===== src/logic/game_defines.svh =====
/*
 * Screen geometry, sprite boxes, barrel steps and game constants.
 * Included by the lane and health modules that need the numbers.
 */

`ifndef GAME_DEFINES_SVH
`define GAME_DEFINES_SVH

// Visible area in pixels
`define SCREEN_W     1024
`define SCREEN_H     768

// Sprite boxes
`define BARREL_SIZE  32
`define PLAYER_W     48
`define PLAYER_H     64

// Pixels per frame strobe
`define HOR_STEP     16
`define VER_STEP     8

`define LANE_SLOTS   5
`define START_LIVES  3

`endif


===== src/logic/game_pkg.sv =====
/*
 * Types shared by the barrel game core.
 * Modules import it inside their body and use scoped names on ports.
 */

`default_nettype none

package game_pkg;

   // Screen coordinate, wide enough for a step past the right edge
   typedef logic [10:0] pos_t;

   // Lives left for player 1
   typedef logic [1:0] lives_t;

   typedef enum logic {
      PLAYING,
      GAME_OVER
   } game_state_t;

endpackage

`default_nettype wire


===== src/logic/health_tracker.sv =====
/*
 * Lives counter and game state for player 1.
 * Each lane hit costs one life, down to zero, where the game ends
 * until the next reset.
 */

`timescale 1ns/10ps
`default_nettype none

`include "game_defines.svh"

module health_tracker (
   input  logic                  clk65MHz,
   input  logic                  reset,
   input  logic                  hor_hit,
   input  logic                  ver_hit,
   output game_pkg::lives_t      lives,
   output game_pkg::game_state_t game_state
);

   import game_pkg::*;

   lives_t loss;
   lives_t lives_nxt;

   // Both lanes may hit on the same frame
   assign loss = lives_t'(hor_hit) + lives_t'(ver_hit);

   assign lives_nxt = (lives > loss) ? lives - loss : '0;

   always_ff @(posedge clk65MHz) begin
      if (reset) begin
         lives      <= lives_t'(`START_LIVES);
         game_state <= PLAYING;
      end else begin
         case (game_state)
            PLAYING: begin
               lives <= lives_nxt;
               if (lives_nxt == '0) begin
                  game_state <= GAME_OVER;
               end
            end
            GAME_OVER: begin
               game_state <= GAME_OVER;
            end
         endcase
      end
   end

endmodule

`default_nettype wire


===== src/logic/barrel_lane.sv =====
/*
 * One barrel lane. Launches enter the lowest free slot through a valid/ready
 * handshake, every active barrel steps on each frame strobe, and a barrel is
 * freed when it leaves the screen or overlaps player 1. VERTICAL picks the
 * axis of travel; lane_hit pulses for one cycle after a hitting frame.
 */

`timescale 1ns/10ps
`default_nettype none

`include "game_defines.svh"

module barrel_lane #(
   parameter int VERTICAL = 0,
   parameter int SLOTS    = `LANE_SLOTS
) (
   input  logic                 clk65MHz,
   input  logic                 reset,
   input  logic                 frame,
   input  game_pkg::pos_t       player_x,
   input  game_pkg::pos_t       player_y,
   input  logic                 launch_valid,
   input  game_pkg::pos_t       launch_pos,
   input  game_pkg::game_state_t game_state,
   output logic                 launch_ready,
   output logic                 lane_hit
);

   import game_pkg::*;

   localparam int STEP = (VERTICAL != 0) ? `VER_STEP : `HOR_STEP;
   localparam int EDGE = (VERTICAL != 0) ? `SCREEN_H : `SCREEN_W;

   logic [SLOTS-1:0] active;
   logic [SLOTS-1:0] new_slot;
   logic [SLOTS-1:0] exits;
   logic [SLOTS-1:0] hits;

   // Position along the lane and across it
   pos_t along  [SLOTS];
   pos_t across [SLOTS];

   // One bit wider so that box edges past the screen do not wrap
   logic [11:0] next_along [SLOTS];
   logic [11:0] box_x      [SLOTS];
   logic [11:0] box_y      [SLOTS];
   logic [11:0] player_x_w;
   logic [11:0] player_y_w;

   logic accept;
   logic move;

   assign move   = frame && (game_state == PLAYING);
   assign accept = launch_valid && launch_ready;

   assign launch_ready = (~active != '0) && (game_state == PLAYING);

   // Lowest clear bit of active, as a one-hot mask
   assign new_slot = ~active & (active + SLOTS'(1));

   assign player_x_w = {1'b0, player_x};
   assign player_y_w = {1'b0, player_y};

   always_comb begin
      for (int i = 0; i < SLOTS; i++) begin
         next_along[i] = {1'b0, along[i]} + 12'(STEP);
         exits[i]      = next_along[i] >= 12'(EDGE);

         if (VERTICAL != 0) begin
            box_x[i] = {1'b0, across[i]};
            box_y[i] = next_along[i];
         end else begin
            box_x[i] = next_along[i];
            box_y[i] = {1'b0, across[i]};
         end

         // Strict intersection on both axes
         hits[i] = active[i] && !exits[i] &&
                   (box_x[i] < player_x_w + 12'(`PLAYER_W)) &&
                   (player_x_w < box_x[i] + 12'(`BARREL_SIZE)) &&
                   (box_y[i] < player_y_w + 12'(`PLAYER_H)) &&
                   (player_y_w < box_y[i] + 12'(`BARREL_SIZE));
      end
   end

   // Slot occupancy
   always_ff @(posedge clk65MHz) begin
      for (int i = 0; i < SLOTS; i++) begin
         if (reset) begin
            active[i] <= 1'b0;
         end else if (move && active[i]) begin
            if (exits[i] || hits[i]) begin
               active[i] <= 1'b0;
            end
         end else if (accept && new_slot[i]) begin
            active[i] <= 1'b1;
         end
      end
   end

   // Barrel positions
   always_ff @(posedge clk65MHz) begin
      for (int i = 0; i < SLOTS; i++) begin
         if (accept && new_slot[i]) begin
            along[i]  <= '0;
            across[i] <= launch_pos;
         end else if (move && active[i]) begin
            along[i] <= next_along[i][10:0];
         end
      end
   end

   always_ff @(posedge clk65MHz) begin
      if (reset) begin
         lane_hit <= 1'b0;
      end else begin
         lane_hit <= move && (hits != '0);
      end
   end

endmodule

`default_nettype wire


===== src/logic/barrel_game.sv =====
/*
 * Top level of the barrel game core.
 * A horizontal and a vertical barrel lane report hits on player 1 to the
 * health tracker, whose game state in turn stops both lanes.
 */

`timescale 1ns/10ps
`default_nettype none

module barrel_game (
   input  logic             clk65MHz,
   input  logic             reset,
   input  logic             frame,
   input  game_pkg::pos_t   player_x,
   input  game_pkg::pos_t   player_y,
   input  logic             hor_launch_valid,
   input  game_pkg::pos_t   hor_launch_pos,
   output logic             hor_launch_ready,
   input  logic             ver_launch_valid,
   input  game_pkg::pos_t   ver_launch_pos,
   output logic             ver_launch_ready,
   output game_pkg::lives_t lives,
   output logic             game_over,
   output logic             hit
);

   import game_pkg::*;

   logic        hor_hit;
   logic        ver_hit;
   game_state_t game_state;

   assign game_over = (game_state == GAME_OVER);
   assign hit       = hor_hit | ver_hit;

   // Barrels rolling right along a row
   barrel_lane #(
      .VERTICAL(0)
   ) u_hor_lane (
      .clk65MHz,
      .reset,
      .frame,
      .player_x,
      .player_y,
      .launch_valid(hor_launch_valid),
      .launch_pos(hor_launch_pos),
      .game_state,
      .launch_ready(hor_launch_ready),
      .lane_hit(hor_hit)
   );

   // Barrels dropping down a column
   barrel_lane #(
      .VERTICAL(1)
   ) u_ver_lane (
      .clk65MHz,
      .reset,
      .frame,
      .player_x,
      .player_y,
      .launch_valid(ver_launch_valid),
      .launch_pos(ver_launch_pos),
      .game_state,
      .launch_ready(ver_launch_ready),
      .lane_hit(ver_hit)
   );

   health_tracker u_health_tracker (
      .clk65MHz,
      .reset,
      .hor_hit,
      .ver_hit,
      .lives,
      .game_state
   );

endmodule

`default_nettype wire


===== config.mk =====
export PLATFORM = sky130hd
export DESIGN_NAME = barrel_game
export DESIGN_NICKNAME = d
export VERILOG_FILES = /design/src/logic/game_pkg.sv /design/src/logic/health_tracker.sv /design/src/logic/barrel_lane.sv /design/src/logic/barrel_game.sv
export VERILOG_INCLUDE_DIRS = /design/src /design/src/logic
export SDC_FILE = /design/constraint.sdc
export NUM_CORES = 1
export LEC_CHECK = 0
export ABC_CLOCK_PERIOD_IN_PS = 3700
export BUFFER_PORTS_ARGS = -buffer_cell sky130_fd_sc_hd__buf_2
export CAP_MARGIN = 40
export CORE_UTILIZATION = 55
export CTS_BUF_LIST = sky130_fd_sc_hd__clkbuf_8
export CTS_CLUSTER_DIAMETER = 60
export DETAILED_ROUTE_END_ITERATION = 10
export GPL_TIMING_DRIVEN = 0
export PLACE_DENSITY = 0.8
export SETUP_SLACK_MARGIN = 0.2
export SLEW_MARGIN = 20
export SYNTH_ARGS = -nofsm -noshare
export SYNTH_HDL_FRONTEND = slang
export SYNTH_HIERARCHICAL = 1
export SYNTH_SLANG_ARGS = --single-unit

===== constraint.sdc =====
create_clock -name clk65MHz -period 3.7 [get_ports clk65MHz]
set_input_delay 1.11 -clock clk65MHz [delete_from_list [all_inputs] [get_ports clk65MHz]]
set_output_delay 1.11 -clock clk65MHz [all_outputs]
set_load 0.02 [all_outputs]

==> run summary, run 1 <==
commonest non-fill, non-tap cell in the layout: ha_1
Initial Util: 55.7%
maximum fanout along the worst path: 18
Syn Inst Count: 1820
Layout Cells excl Fill: 2374
# H-tree levels: 4
CTS clk-pin slew, worst paths: 0.10 ns
status: complete, no violations
EDFF count, synth: 185
FF-to-FF path depth: 11
synthesized net count: 2259
port bufs: 54
Pleak: 0.00869 uW
Seq cells post-synth: 200
nets@finish: 2358
Placement Rows: 66
final worst path period need: 3.49 ns
Mean Syn Cell Area: 9.93 um2
antenna-violating nets left: 0
Clock Latency Late Sink: 0.49 ns
R2R Path Start: u_hor_lane/across[0][5]$_DFFE_PP_
number of global-route vias before repair: 14303
first-pass GRT wire length: 71300 um
Setup Skew: 0.0117 ns
pwr dens: 270 nW/um2
Final Cycle Share: 94.3%
CTS sink count: 200
pin count of the biggest net entering global routing: 26
count of cells along the worst hold path: 2
commonest non-fill, non-tap cells in the layout: ha_1 (384), edfxtp_1 (185), inv_1 (154)
worst slew pin tran: 0.815 ns
Post-DP Area: 19000 um2
via count: 14447
CTS tree: done
CTS Buffer Depth: 2
WHS Endpoint: u_health_tracker/lives[0]$_SDFFE_PP1N_
first-pass iteration count of the detailed router: 5
startpoint types: primary input
Root Buffer: clkbuf_8
routed vias/inst: 6.09
post-route cell area: 19900 um2
hold path start: u_health_tracker/lives[0]$_SDFFE_PP1N_
Core Footprint: 32500 um2
Die Y: 183 um
Hold Fails Final Rpt: 0
Congestion Overflow GR: 0
IO Count: 55
# DRC: 0
Initial DRC Count: 998
Yosys cell types: 85
Synth Cell Area: 18100 um2
maximum clock rate: 0.286 GHz
worst path arrival time: 3.85 ns
Hold Crit Class: register to register
fill count: 2522
cell count after placement: 2327
GPL Wtd Cong: 0.905
die area: 33600 um2
Post-synth ARST share: 0%
Ys Warns: 6
fin. max-slew vios: 0
Total Wirelength: 44400 um
final setup vio count: 0
Req. time, crit path: 4.06 ns
CP Capture Type: register
CTS Buf Count: 17
Fin Hold WS: 0.534 ns
RSZ-0062 raised after global routing: yes
normalized max-slew margin: 44.2%
max_cap viols: 0
reg-to-reg slack, setup: 0.31 ns
Worst IR Drop VDD: 0.232 mV
layout cell share with drive strength beyond 1: 8.75%
RR Endpoint: u_hor_lane/active[0]$_SDFFE_PP0P_
GR Util All Layers: 26.7%
initial antenna violation count: 0
Critical Setup Path Class: primary input to register
Die W: 183 um
placed wire-length estimate: 33800 um
Layout area overhead: 9.88%
post-synthesis sequential area ratio: 32.4%
Synth Flop Type: edfxtp_1
ant diodes: 0
routed len/inst: 18.7 um
[how the worst max path moves through the flow]
stage	start	to	slack, ns	depth (start not counted)
6_report	player_x[6]	u_hor_lane/lane_hit$_SDFF_PP0_	0.21	12
5_1_grt	u_hor_lane/along[3][6]$_SDFFCE_PN0P_	u_hor_lane/active[3]$_SDFFE_PP0P_	0.13	14
4_1_cts	player_x[5]	u_hor_lane/lane_hit$_SDFF_PP0_	0.18	12
3_5_place_dp	player_x[4]	u_hor_lane/lane_hit$_SDFF_PP0_	-0.93	12
3_3_place_gp	player_x[4]	u_hor_lane/lane_hit$_SDFF_PP0_	-0.93	12
2_1_floorplan	player_x[4]	u_hor_lane/active[4]$_SDFFE_PP0P_	0.20	10
[stage by stage]
stage / setup TNS (ns) / power, uW / setup WS [ns] / utilization (%)
after global routing: 0 / 5610 / 0.133 / 61.2
final: 0 / 5350 / 0.210 / 61.2
after CTS: 0 / 5320 / 0.180 / 60.3
after detailed placement: -8.83 / 3850 / -0.927 / 58.6
after global placement: -7.94 / 3780 / -0.934 / 58.4
after floorplan: 0 / 3450 / 0.197 / -
[power breakdown]
part / switching, uW / internal, uW / total [uW]
Combinational: 767 / 530 / 1300
Clock: 797 / 659 / 1460
Sequential: 64.5 / 2530 / 2600
[sequential cells by signal, indices dropped and copies added, names as in the netlist]
name / count
u_health_tracker/game_state: 1
u_health_tracker/lives: 2
u_hor_lane/across: 55
u_hor_lane/active: 5
u_hor_lane/along: 35
u_hor_lane/lane_hit: 1
u_ver_lane/across: 55
u_ver_lane/active: 5
u_ver_lane/along: 40
u_ver_lane/lane_hit: 1
[metal layers]
metal  part of all wire [%]  GRT usage [%]  vias to the layer above
met1                     43           34.0                     6902
met5                      0              0                        -
met2                     48           46.2                      497
met4                    2.7           9.90                        0
met3                    5.7           3.47                      109
li1                       -              -                     6939
[cell usage after synthesis, types with 7 or more instances]
library cell	count	area share, %
xor2_1	61	3.0
dfxtp_1	15	1.7
o21ai_0	68	1.9
xnor2_1	92	4.5
or3_1	9	0.31
nor3_1	23	0.64
o31ai_1	12	0.50
a2111oi_0	13	0.63
nand2_1	101	2.1
a21o_1	33	1.4
edfxtp_1	185	31
o2111ai_1	9	0.44
ha_1	389	27
clkbuf_1	9	0.19
a31oi_1	17	0.59
o21a_1	24	1.0
a211oi_1	19	0.79
o211ai_1	17	0.71
and3_1	44	1.5
a21oi_1	70	1.9
nor2_1	134	2.8
nor2b_1	33	1.1
o22ai_1	10	0.35
nand2b_1	34	1.2
and4_1	7	0.34
nand3_1	98	2.7
nand4_1	18	0.62
inv_1	151	3.1
[final cells by class]
type	count	area, um2	share of cell area, %
Inverter	151	574	2.89
Multi-Input combinational cell	1457	11900	59.9
Clock buffer	17	234	1.18
Tap cell	442	553	2.79
Clock inverter	15	165	0.832
Buffer	12	55.1	0.277
Sequential cell	200	5860	29.5
Timing Repair Buffer	80	514	2.59
[critical path, stage by stage]
cell      delay (ns)
buf_6           0.22
and3_2          0.28
nand2_1         0.07
nor2_1          0.21
xnor2_2         0.20
ha_1            0.33
nand2_1         0.06
or3_1           0.37
a221oi_1        0.28
nor3_1          0.11
or2_0           0.25
o311a_1         0.33
[logic make-up after synthesis]
family	after synthesis	share of synthesized area, %
flip-flops	200	32.4
XOR/XNOR	154	7.57
adder cells (fa/ha/maj)	393	27.2
AND/OR/NAND/NOR	540	15.0
AO/OA/AOI/OAI	365	14.1
multiplexers	5	0.284
buffers and inverters	163	3.44
[repair_timing]
| action | CTS | global route |
|---|---|---|
| gates cloned | 0 | 0 |
| setup buffers | 2 | 11 |
| hold buffers | 0 | 0 |
| pin swaps | 2 | 5 |
| resized for setup | 29 | 35 |
| setup endpoints to repair | 12 | 9 |
No activity file was read; power rests on OpenSTA's default activity.
==> inputs of run 2 (changes only) <==
==> constraint.sdc (replaced) <==
create_clock -name clk65MHz -period 3.7 [get_ports clk65MHz]
set_input_delay 0.37 -clock clk65MHz [delete_from_list [all_inputs] [get_ports clk65MHz]]
set_output_delay 0.37 -clock clk65MHz [all_outputs]
set_load 0.02 [all_outputs]
==> run 2 against run 1 <==
Clock power about the same. Largest cell class unchanged. Critical path depth unchanged. Utilization decreased by 0.90 points. Cell area decreased by 1.5%.
==> run summary, run 2 (synthesis results as in run 1) <==
IO Count: 55 (unchanged)
critical path startpoint: u_hor_lane/along[2][4]$_SDFFCE_PN0P_
CTS sink count: 200 (unchanged)
final setup vio count: 0 (unchanged)
# DRC: 0 (unchanged)
FF-to-FF path depth: 12 (+1)
# H-tree levels: 4 (unchanged)
pwr dens: 271 nW/um2 (+0.48%)
Clock Latency Late Sink: 0.50 ns (about the same)
Req. time, crit path: 4.12 ns (+0.06 ns)
status: complete, no violations
CTS tree: done
ant diodes: 0 (unchanged)
Util after Layout: 60.3% (-0.90 points)
first-pass iteration count of the detailed router: 5 (unchanged)
RSZ-0062 raised after global routing: yes
Layout area overhead: 8.26%
Pleak: 0.00860 uW (-1.0%)
worst slew pin tran: 0.864 ns (+0.0484 ns)
WHS Endpoint: u_ver_lane/across[0][0]$_DFFE_PP_
routed vias/inst: 6.03 (-0.84%)
worst path arrival time: 3.81 ns (-0.04 ns)
Hold Fails Final Rpt: 0 (unchanged)
Die Y: 183 um (unchanged)
max incr delay on CP: 0.48 ns (+0.11 ns)
die area: 33600 um2 (unchanged)
normalized max-slew margin: 42.4% (-1.9 points)
Die W: 183 um (unchanged)
pin count of the biggest net entering global routing: 26 (unchanged)
nets@finish: 2353 (-0.21%)
GR Util All Layers: 26.5% (-0.17 points)
Regs by FF count: u_hor_lane/across (55), u_ver_lane/across (55), u_ver_lane/along (40)
number of global-route vias before repair: 14143 (-1.1%)
switching part of the total power: 32.1% (+1.7 points)
startpoint types: register
CP most frequent cell: ha_1
slowest stage cell, crit path: edfxtp_1
CTS clk-pin slew, worst paths: 0.11 ns (about the same)
Initial Util: 55.7% (unchanged)
net switching power: 1700 uW (+4.4%)
maximum fanout along the worst path: 5 (-13)
first-pass GRT wire length: 70700 um (-0.89%)
commonest non-fill, non-tap cell in the layout: ha_1
routed len/inst: 18.7 um (-0.12%)
Initial DRC Count: 1089 (+9.1%)
via count: 14295 (-1.1%)
Final Cycle Share: 91.4% (-2.9 points)
port bufs: 54 (unchanged)
post-route cell area: 19600 um2 (-1.5%)
Cell Chain, Critical Path: ha_1, xor2_1, and3_1, nand2_1, nor2_1, xnor2_1, ha_1, a221oi_1, o2111ai_1, a311o_1, o21ai_1, o311a_1
Sequential Power Share: 49.0% (+0.5 points)
Critical Setup Path Class: register to register
Worst IR Drop VDD: 0.244 mV (+5.4%)
CTS Buffer Depth: 2 (unchanged)
initial antenna violation count: 0 (unchanged)
count of cells along the worst hold path: 1 (-1)
R2R Path Start: u_hor_lane/along[2][4]$_SDFFCE_PN0P_
reg-to-reg slack, setup: 0.32 ns (about the same)
Core Footprint: 32500 um2 (unchanged)
GPL Wtd Cong: 0.910 (+0.53%)
Setup Skew: 0.0132 ns (+0.00158 ns)
Hold Crit Class: primary input to register
max_cap viols: 0 (unchanged)
part of the power in combinational logic: 23.6% (-0.6 points)
Clock Power Share: 27.3% (about the same)
fin. max-slew vios: 0 (unchanged)
antenna-violating nets left: 0 (unchanged)
CTS Hold Buffers Added: 0 (unchanged)
CP Capture Type: register
final worst path period need: 3.38 ns (-0.108 ns)
layout cell share with drive strength beyond 1: 7.52% (-1.2 points)
maximum clock rate: 0.296 GHz (+3.2%)
cell count after placement: 2328 (+0.043%)
commonest non-fill, non-tap cells in the layout: ha_1 (389), edfxtp_1 (185), inv_1 (151)
placed wire-length estimate: 34100 um (+1.0%)
Congestion Overflow GR: 0 (unchanged)
Total Wirelength: 44300 um (-0.33%)
Placement Rows: 66 (unchanged)
hold path start: ver_launch_pos[0]
Int Power: 3600 uW (-3.4%)
RR Endpoint: u_hor_lane/lane_hit$_SDFF_PP0_
Root Buffer: clkbuf_8
CTS Buf Count: 17 (unchanged)
Post-DP Area: 19000 um2 (-0.23%)
Layout Cells excl Fill: 2369 (-0.21%)
## run 2: cell types whose count changed in the layout (fill, tap and decap cells not counted), sizes merged
cell      before  now
inv          155  159
bufinv         3    1
buf           80   77
clkinvlp       6    3
clkinv         2    3
clkbuf        29   27
## run 2: worst max-delay path by stage
stage / end / depth (start not counted) / slack [ns]
2_1_floorplan: u_hor_lane/active[4]$_SDFFE_PP0P_ / 10 / 0.67
3_3_place_gp: u_hor_lane/lane_hit$_SDFF_PP0_ / 11 / -0.59
3_5_place_dp: u_hor_lane/lane_hit$_SDFF_PP0_ / 11 / -0.67
4_1_cts: u_hor_lane/lane_hit$_SDFF_PP0_ / 13 / 0.25
5_1_grt: u_hor_lane/lane_hit$_SDFF_PP0_ / 14 / 0.12
6_report: u_hor_lane/lane_hit$_SDFF_PP0_ / 12 / 0.32
## run 2: metrics by stage
stage               worst slack (ns)  power, uW  TNS (ns)  hold slack (ns)
floorplan                      0.673       3440         0            0.442
detailed placement            -0.668       3850     -2.22            0.507
global placement              -0.589       3780     -1.46            0.495
global route                   0.116       5560         0            0.103
finish                         0.317       5300         0            0.121
CTS                            0.253       5290         0            0.109
## run 2: layer usage
metal	GRT usage, %	up-vias	part of all wire (%)
li1	-	6926	-
met1	35.1	6819	44
met2	45.2	464	47
met4	8.40	0	2.4
met5	0	-	0
met3	3.18	86	5.9
## run 2: area by class of cell
cell class              instances  area (um2)
plain buffers                  12        56.3
well taps                     442         553
fillers                      2663       12900
clock inverters                15         160
inverters                     151         567
clock buffers                  17         234
flip-flops and latches        200        5860
multi-input cells            1457       11700
repair buffers                 75         420
## run 2: power groups by stage
stage	clock, uW	sequential [uW]	combinational (uW)
finish	1450	2600	1250
detailed placement	0	2650	1200
floorplan	0	2630	811
global placement	0	2640	1130
global route	1550	2610	1400
CTS	1470	2600	1220
## run 2: critical path, delay by kind of cell (launching register included)
kind	cells	cell delay (ns)
xor gates and xnor gates	2	0.44
adders and majority gates	2	0.55
AOI/OAI and AO/OA	5	1.41
and+or+nand+nor	3	0.43
DFF	1	0.48
## run 2: timing repair
item | in CTS | in global routing
setup endpoints to repair | 3 | 9
gates resized for setup | 2 | 19
pin swaps | 0 | 1
setup buffers | 0 | 6
cloned | 0 | 0
==> inputs of run 3 (changes only) <==
--- a/config.mk
+++ b/config.mk
@@ -6,7 +6,7 @@
 export SDC_FILE = /design/constraint.sdc
 export NUM_CORES = 1
 export LEC_CHECK = 0
-export ABC_CLOCK_PERIOD_IN_PS = 3700
+export ABC_CLOCK_PERIOD_IN_PS = 4300
 export BUFFER_PORTS_ARGS = -buffer_cell sky130_fd_sc_hd__buf_2
 export CAP_MARGIN = 40
 export CORE_UTILIZATION = 55
@@ -14,7 +14,7 @@
 export CTS_CLUSTER_DIAMETER = 60
 export DETAILED_ROUTE_END_ITERATION = 10
 export GPL_TIMING_DRIVEN = 0
-export PLACE_DENSITY = 0.8
+export PLACE_DENSITY = 0.77
 export SETUP_SLACK_MARGIN = 0.2
 export SLEW_MARGIN = 20
 export SYNTH_ARGS = -nofsm -noshare
==> constraint.sdc (replaced) <==
create_clock -name clk65MHz -period 4.3 [get_ports clk65MHz]
set_input_delay 0.43 -clock clk65MHz [delete_from_list [all_inputs] [get_ports clk65MHz]]
set_output_delay 0.43 -clock clk65MHz [all_outputs]
set_load 0.02 [all_outputs]
==> run 3 against run 2 <==
Combinational power shrank 16%. Count of clock-buffer cells in the layout is the same. Clock skew grew 0.0061 ns. Register-to-register slack gained 0.39 ns. Via count shrank 1.9%. Worst hold slack gained 0.071 ns. Sequential power shrank 14%. Clock power shrank 21%. Final cell count shrank 0.30%. Non-clock buffer count shrank 7. Critical endpoint unchanged. Largest power group unchanged. Highest routed layer unchanged.
==> run summary, run 3 (synthesis results as in run 1) <==
maximum fanout along the worst path: 22 (+17)
Regs by FF count: u_hor_lane/across (55), u_ver_lane/across (55), u_ver_lane/along (40)
Die Y: 183 um (unchanged)
CP delay by family, top: compound AO/OA/AOI/OAI gates
Core Footprint: 32500 um2 (unchanged)
Final Cycle Share: 88.9%
Critical Setup Path Class: primary input to register
CTS Hold Buffers Added: 0 (unchanged)
fill count: 2683 (+0.75%)
commonest non-fill, non-tap cell in the layout: ha_1
GR Util All Layers: 25.7% (-0.82 points)
via count: 14026 (-1.9%)
routed vias/inst: 5.94 (-1.6%)
CTS clk-pin slew, worst paths: 0.11 ns (about the same)
CP Buf/Inv Count: 2 (+2)
pin count of the biggest net entering global routing: 26 (unchanged)
max_cap viols: 0 (unchanged)
first-pass GRT wire length: 68600 um (-2.8%)
Layout area overhead: 7.03%
Cell Chain, Critical Path: buf_2, inv_1, ha_1, xor2_1, ha_1, a2111oi_0, a32oi_1, maj3_1, a2111oi_1, or2_0, o311a_1
Initial Util: 55.7% (unchanged)
Pleak: 0.00849 uW (-1.3%)
slowest stage cell, crit path: a2111oi_1
part of the power in combinational logic: 23.7% (about the same)
Total Wirelength: 42700 um (-3.6%)
initial antenna violation count: 0 (unchanged)
pwr dens: 229 nW/um2 (-15%)
Worst IR Drop VDD: 0.279 mV (+14%)
first-pass iteration count of the detailed router: 8 (+3)
Initial DRC Count: 1060 (-2.7%)
port bufs: 54 (unchanged)
setup tns final: 0 ns (unchanged)
Setup Skew: 0.0194 ns (+0.00612 ns)
routed len/inst: 18.1 um (-3.3%)
CTS Buffer Depth: 2 (unchanged)
Place WS: 0.00555 ns (+0.673 ns)
Root Buffer: clkbuf_8
Int Power: 3010 uW (-16%)
Clock Power Share: 25.9% (-1.4 points)
Congestion Overflow GR: 0 (unchanged)
CP Capture Type: register
post-CTS sizing: 0 (-2)
final worst path period need: 3.82 ns
normalized max-slew margin: 38.6% (-3.8 points)
final setup vio count: 0 (unchanged)
antenna-violating nets left: 0 (unchanged)
ant diodes: 0 (unchanged)
total setup buffers inserted after CTS: 0 (unchanged)
Sequential Power Share: 50.4% (+1.4 points)
placed wire-length estimate: 32900 um (-3.5%)
number of global-route vias before repair: 13602 (-3.8%)
CP most frequent cell: ha_1
Clock Latency Late Sink: 0.49 ns (about the same)
Hold Fails Final Rpt: 0 (unchanged)
# H-tree levels: 4 (unchanged)
net switching power: 1420 uW (-17%)
layout cell share with drive strength beyond 1: 6.25% (-1.3 points)
PnR worst setup slack: 0.476 ns (+0.158 ns)
die area: 33600 um2 (unchanged)
fin. max-slew vios: 0 (unchanged)
max incr delay on CP: 0.49 ns (about the same)
post-route cell area: 19300 um2 (-1.1%)
Die W: 183 um (unchanged)
switching part of the total power: 32.0% (-0.14 points)
IO Count: 55 (unchanged)
maximum clock rate: 0.261 GHz
Post-DP Area: 19000 um2 (unchanged)
RSZ-0062 raised after global routing: no
status: complete, no violations
nets@finish: 2346 (-0.30%)
startpoint types: primary input
CTS sink count: 200 (unchanged)
Placement Rows: 66 (unchanged)
GPL Wtd Cong: 0.882 (-3.1%)
Hold Crit Class: primary input to register
# DRC: 0 (unchanged)
Storage cell area: 5860 um2 (unchanged)
CTS tree: done
worst path arrival time: 4.24 ns (+0.43 ns)
commonest non-fill, non-tap cells in the layout: ha_1 (389), edfxtp_1 (185), inv_1 (151)
Req. time, crit path: 4.72 ns (+0.60 ns)
multi-input logic area: 11600 um2 (-1.0%)
worst slew pin tran: 0.914 ns (+0.0507 ns)
CTS Buf Count: 17 (unchanged)
==> run 3: per-layer routing <==
| layer | wire length [um] | track usage (%) |
|---|---|---|
| met1 | 19500 | 34.4 |
| met2 | 20100 | 43.6 |
| met3 | 2230 | 3.10 |
| met4 | 879 | 7.57 |
| met5 | 0 | 0 |
==> run 3: power by group through the flow <==
stage | combinational [uW] | sequential (uW) | clock, uW
floorplan | 698 | 2260 | 0
global placement | 975 | 2280 | 0
detailed placement | 1030 | 2280 | 0
CTS | 1040 | 2230 | 1160
global route | 1180 | 2240 | 1230
finish | 1050 | 2230 | 1150
==> run 3: final cells by class <==
class                      instances  area share (%)
buffer                            12           0.285
clock buffer                      17            1.21
clock inverter                    15           0.634
inverter                         151            2.93
multi-input combinational       1457            59.9
sequential                       200            30.3
tap                              442            2.86
timing repair buffer              68            1.86
==> run 3: final timing paths <==
path / cells after the start / from / to / slack (ns)
max: 11 / player_x[4] / u_hor_lane/lane_hit$_SDFF_PP0_ / 0.48
min: 1 / ver_launch_pos[1] / u_ver_lane/across[0][1]$_DFFE_PP_ / 0.19
max reg2reg: 13 / u_hor_lane/along[0][7]$_SDFFCE_PN0P_ / u_hor_lane/lane_hit$_SDFF_PP0_ / 0.71
min reg2reg: 2 / u_health_tracker/lives[0]$_SDFFE_PP1N_ / u_health_tracker/lives[0]$_SDFFE_PP1N_ / 0.53
==> run 3: worst register-to-register path: stages, from the launching register on <==
cell and delay (ns):
edfxtp_1 0.36, buf_2 0.17, and3_1 0.21, and3_1 0.21
xnor2_1 0.42, nand4b_1 0.20, xnor2_1 0.08, ha_1 0.19
a211o_1 0.21, a2111oi_0 0.46, o311ai_0 0.26, nor3_1 0.41
or2_0 0.17, o311a_1 0.18
==> run 3: through the flow <==
stage	util (%)	std cells	power (uW)	hold slack (ns)
global route	59.6	2362	4660	0.164
floorplan	-	1820	2960	0.481
CTS	59.6	2360	4430	0.167
global placement	58.2	2316	3250	0.493
finish	59.6	2362	4430	0.193
detailed placement	58.5	2328	3310	0.507
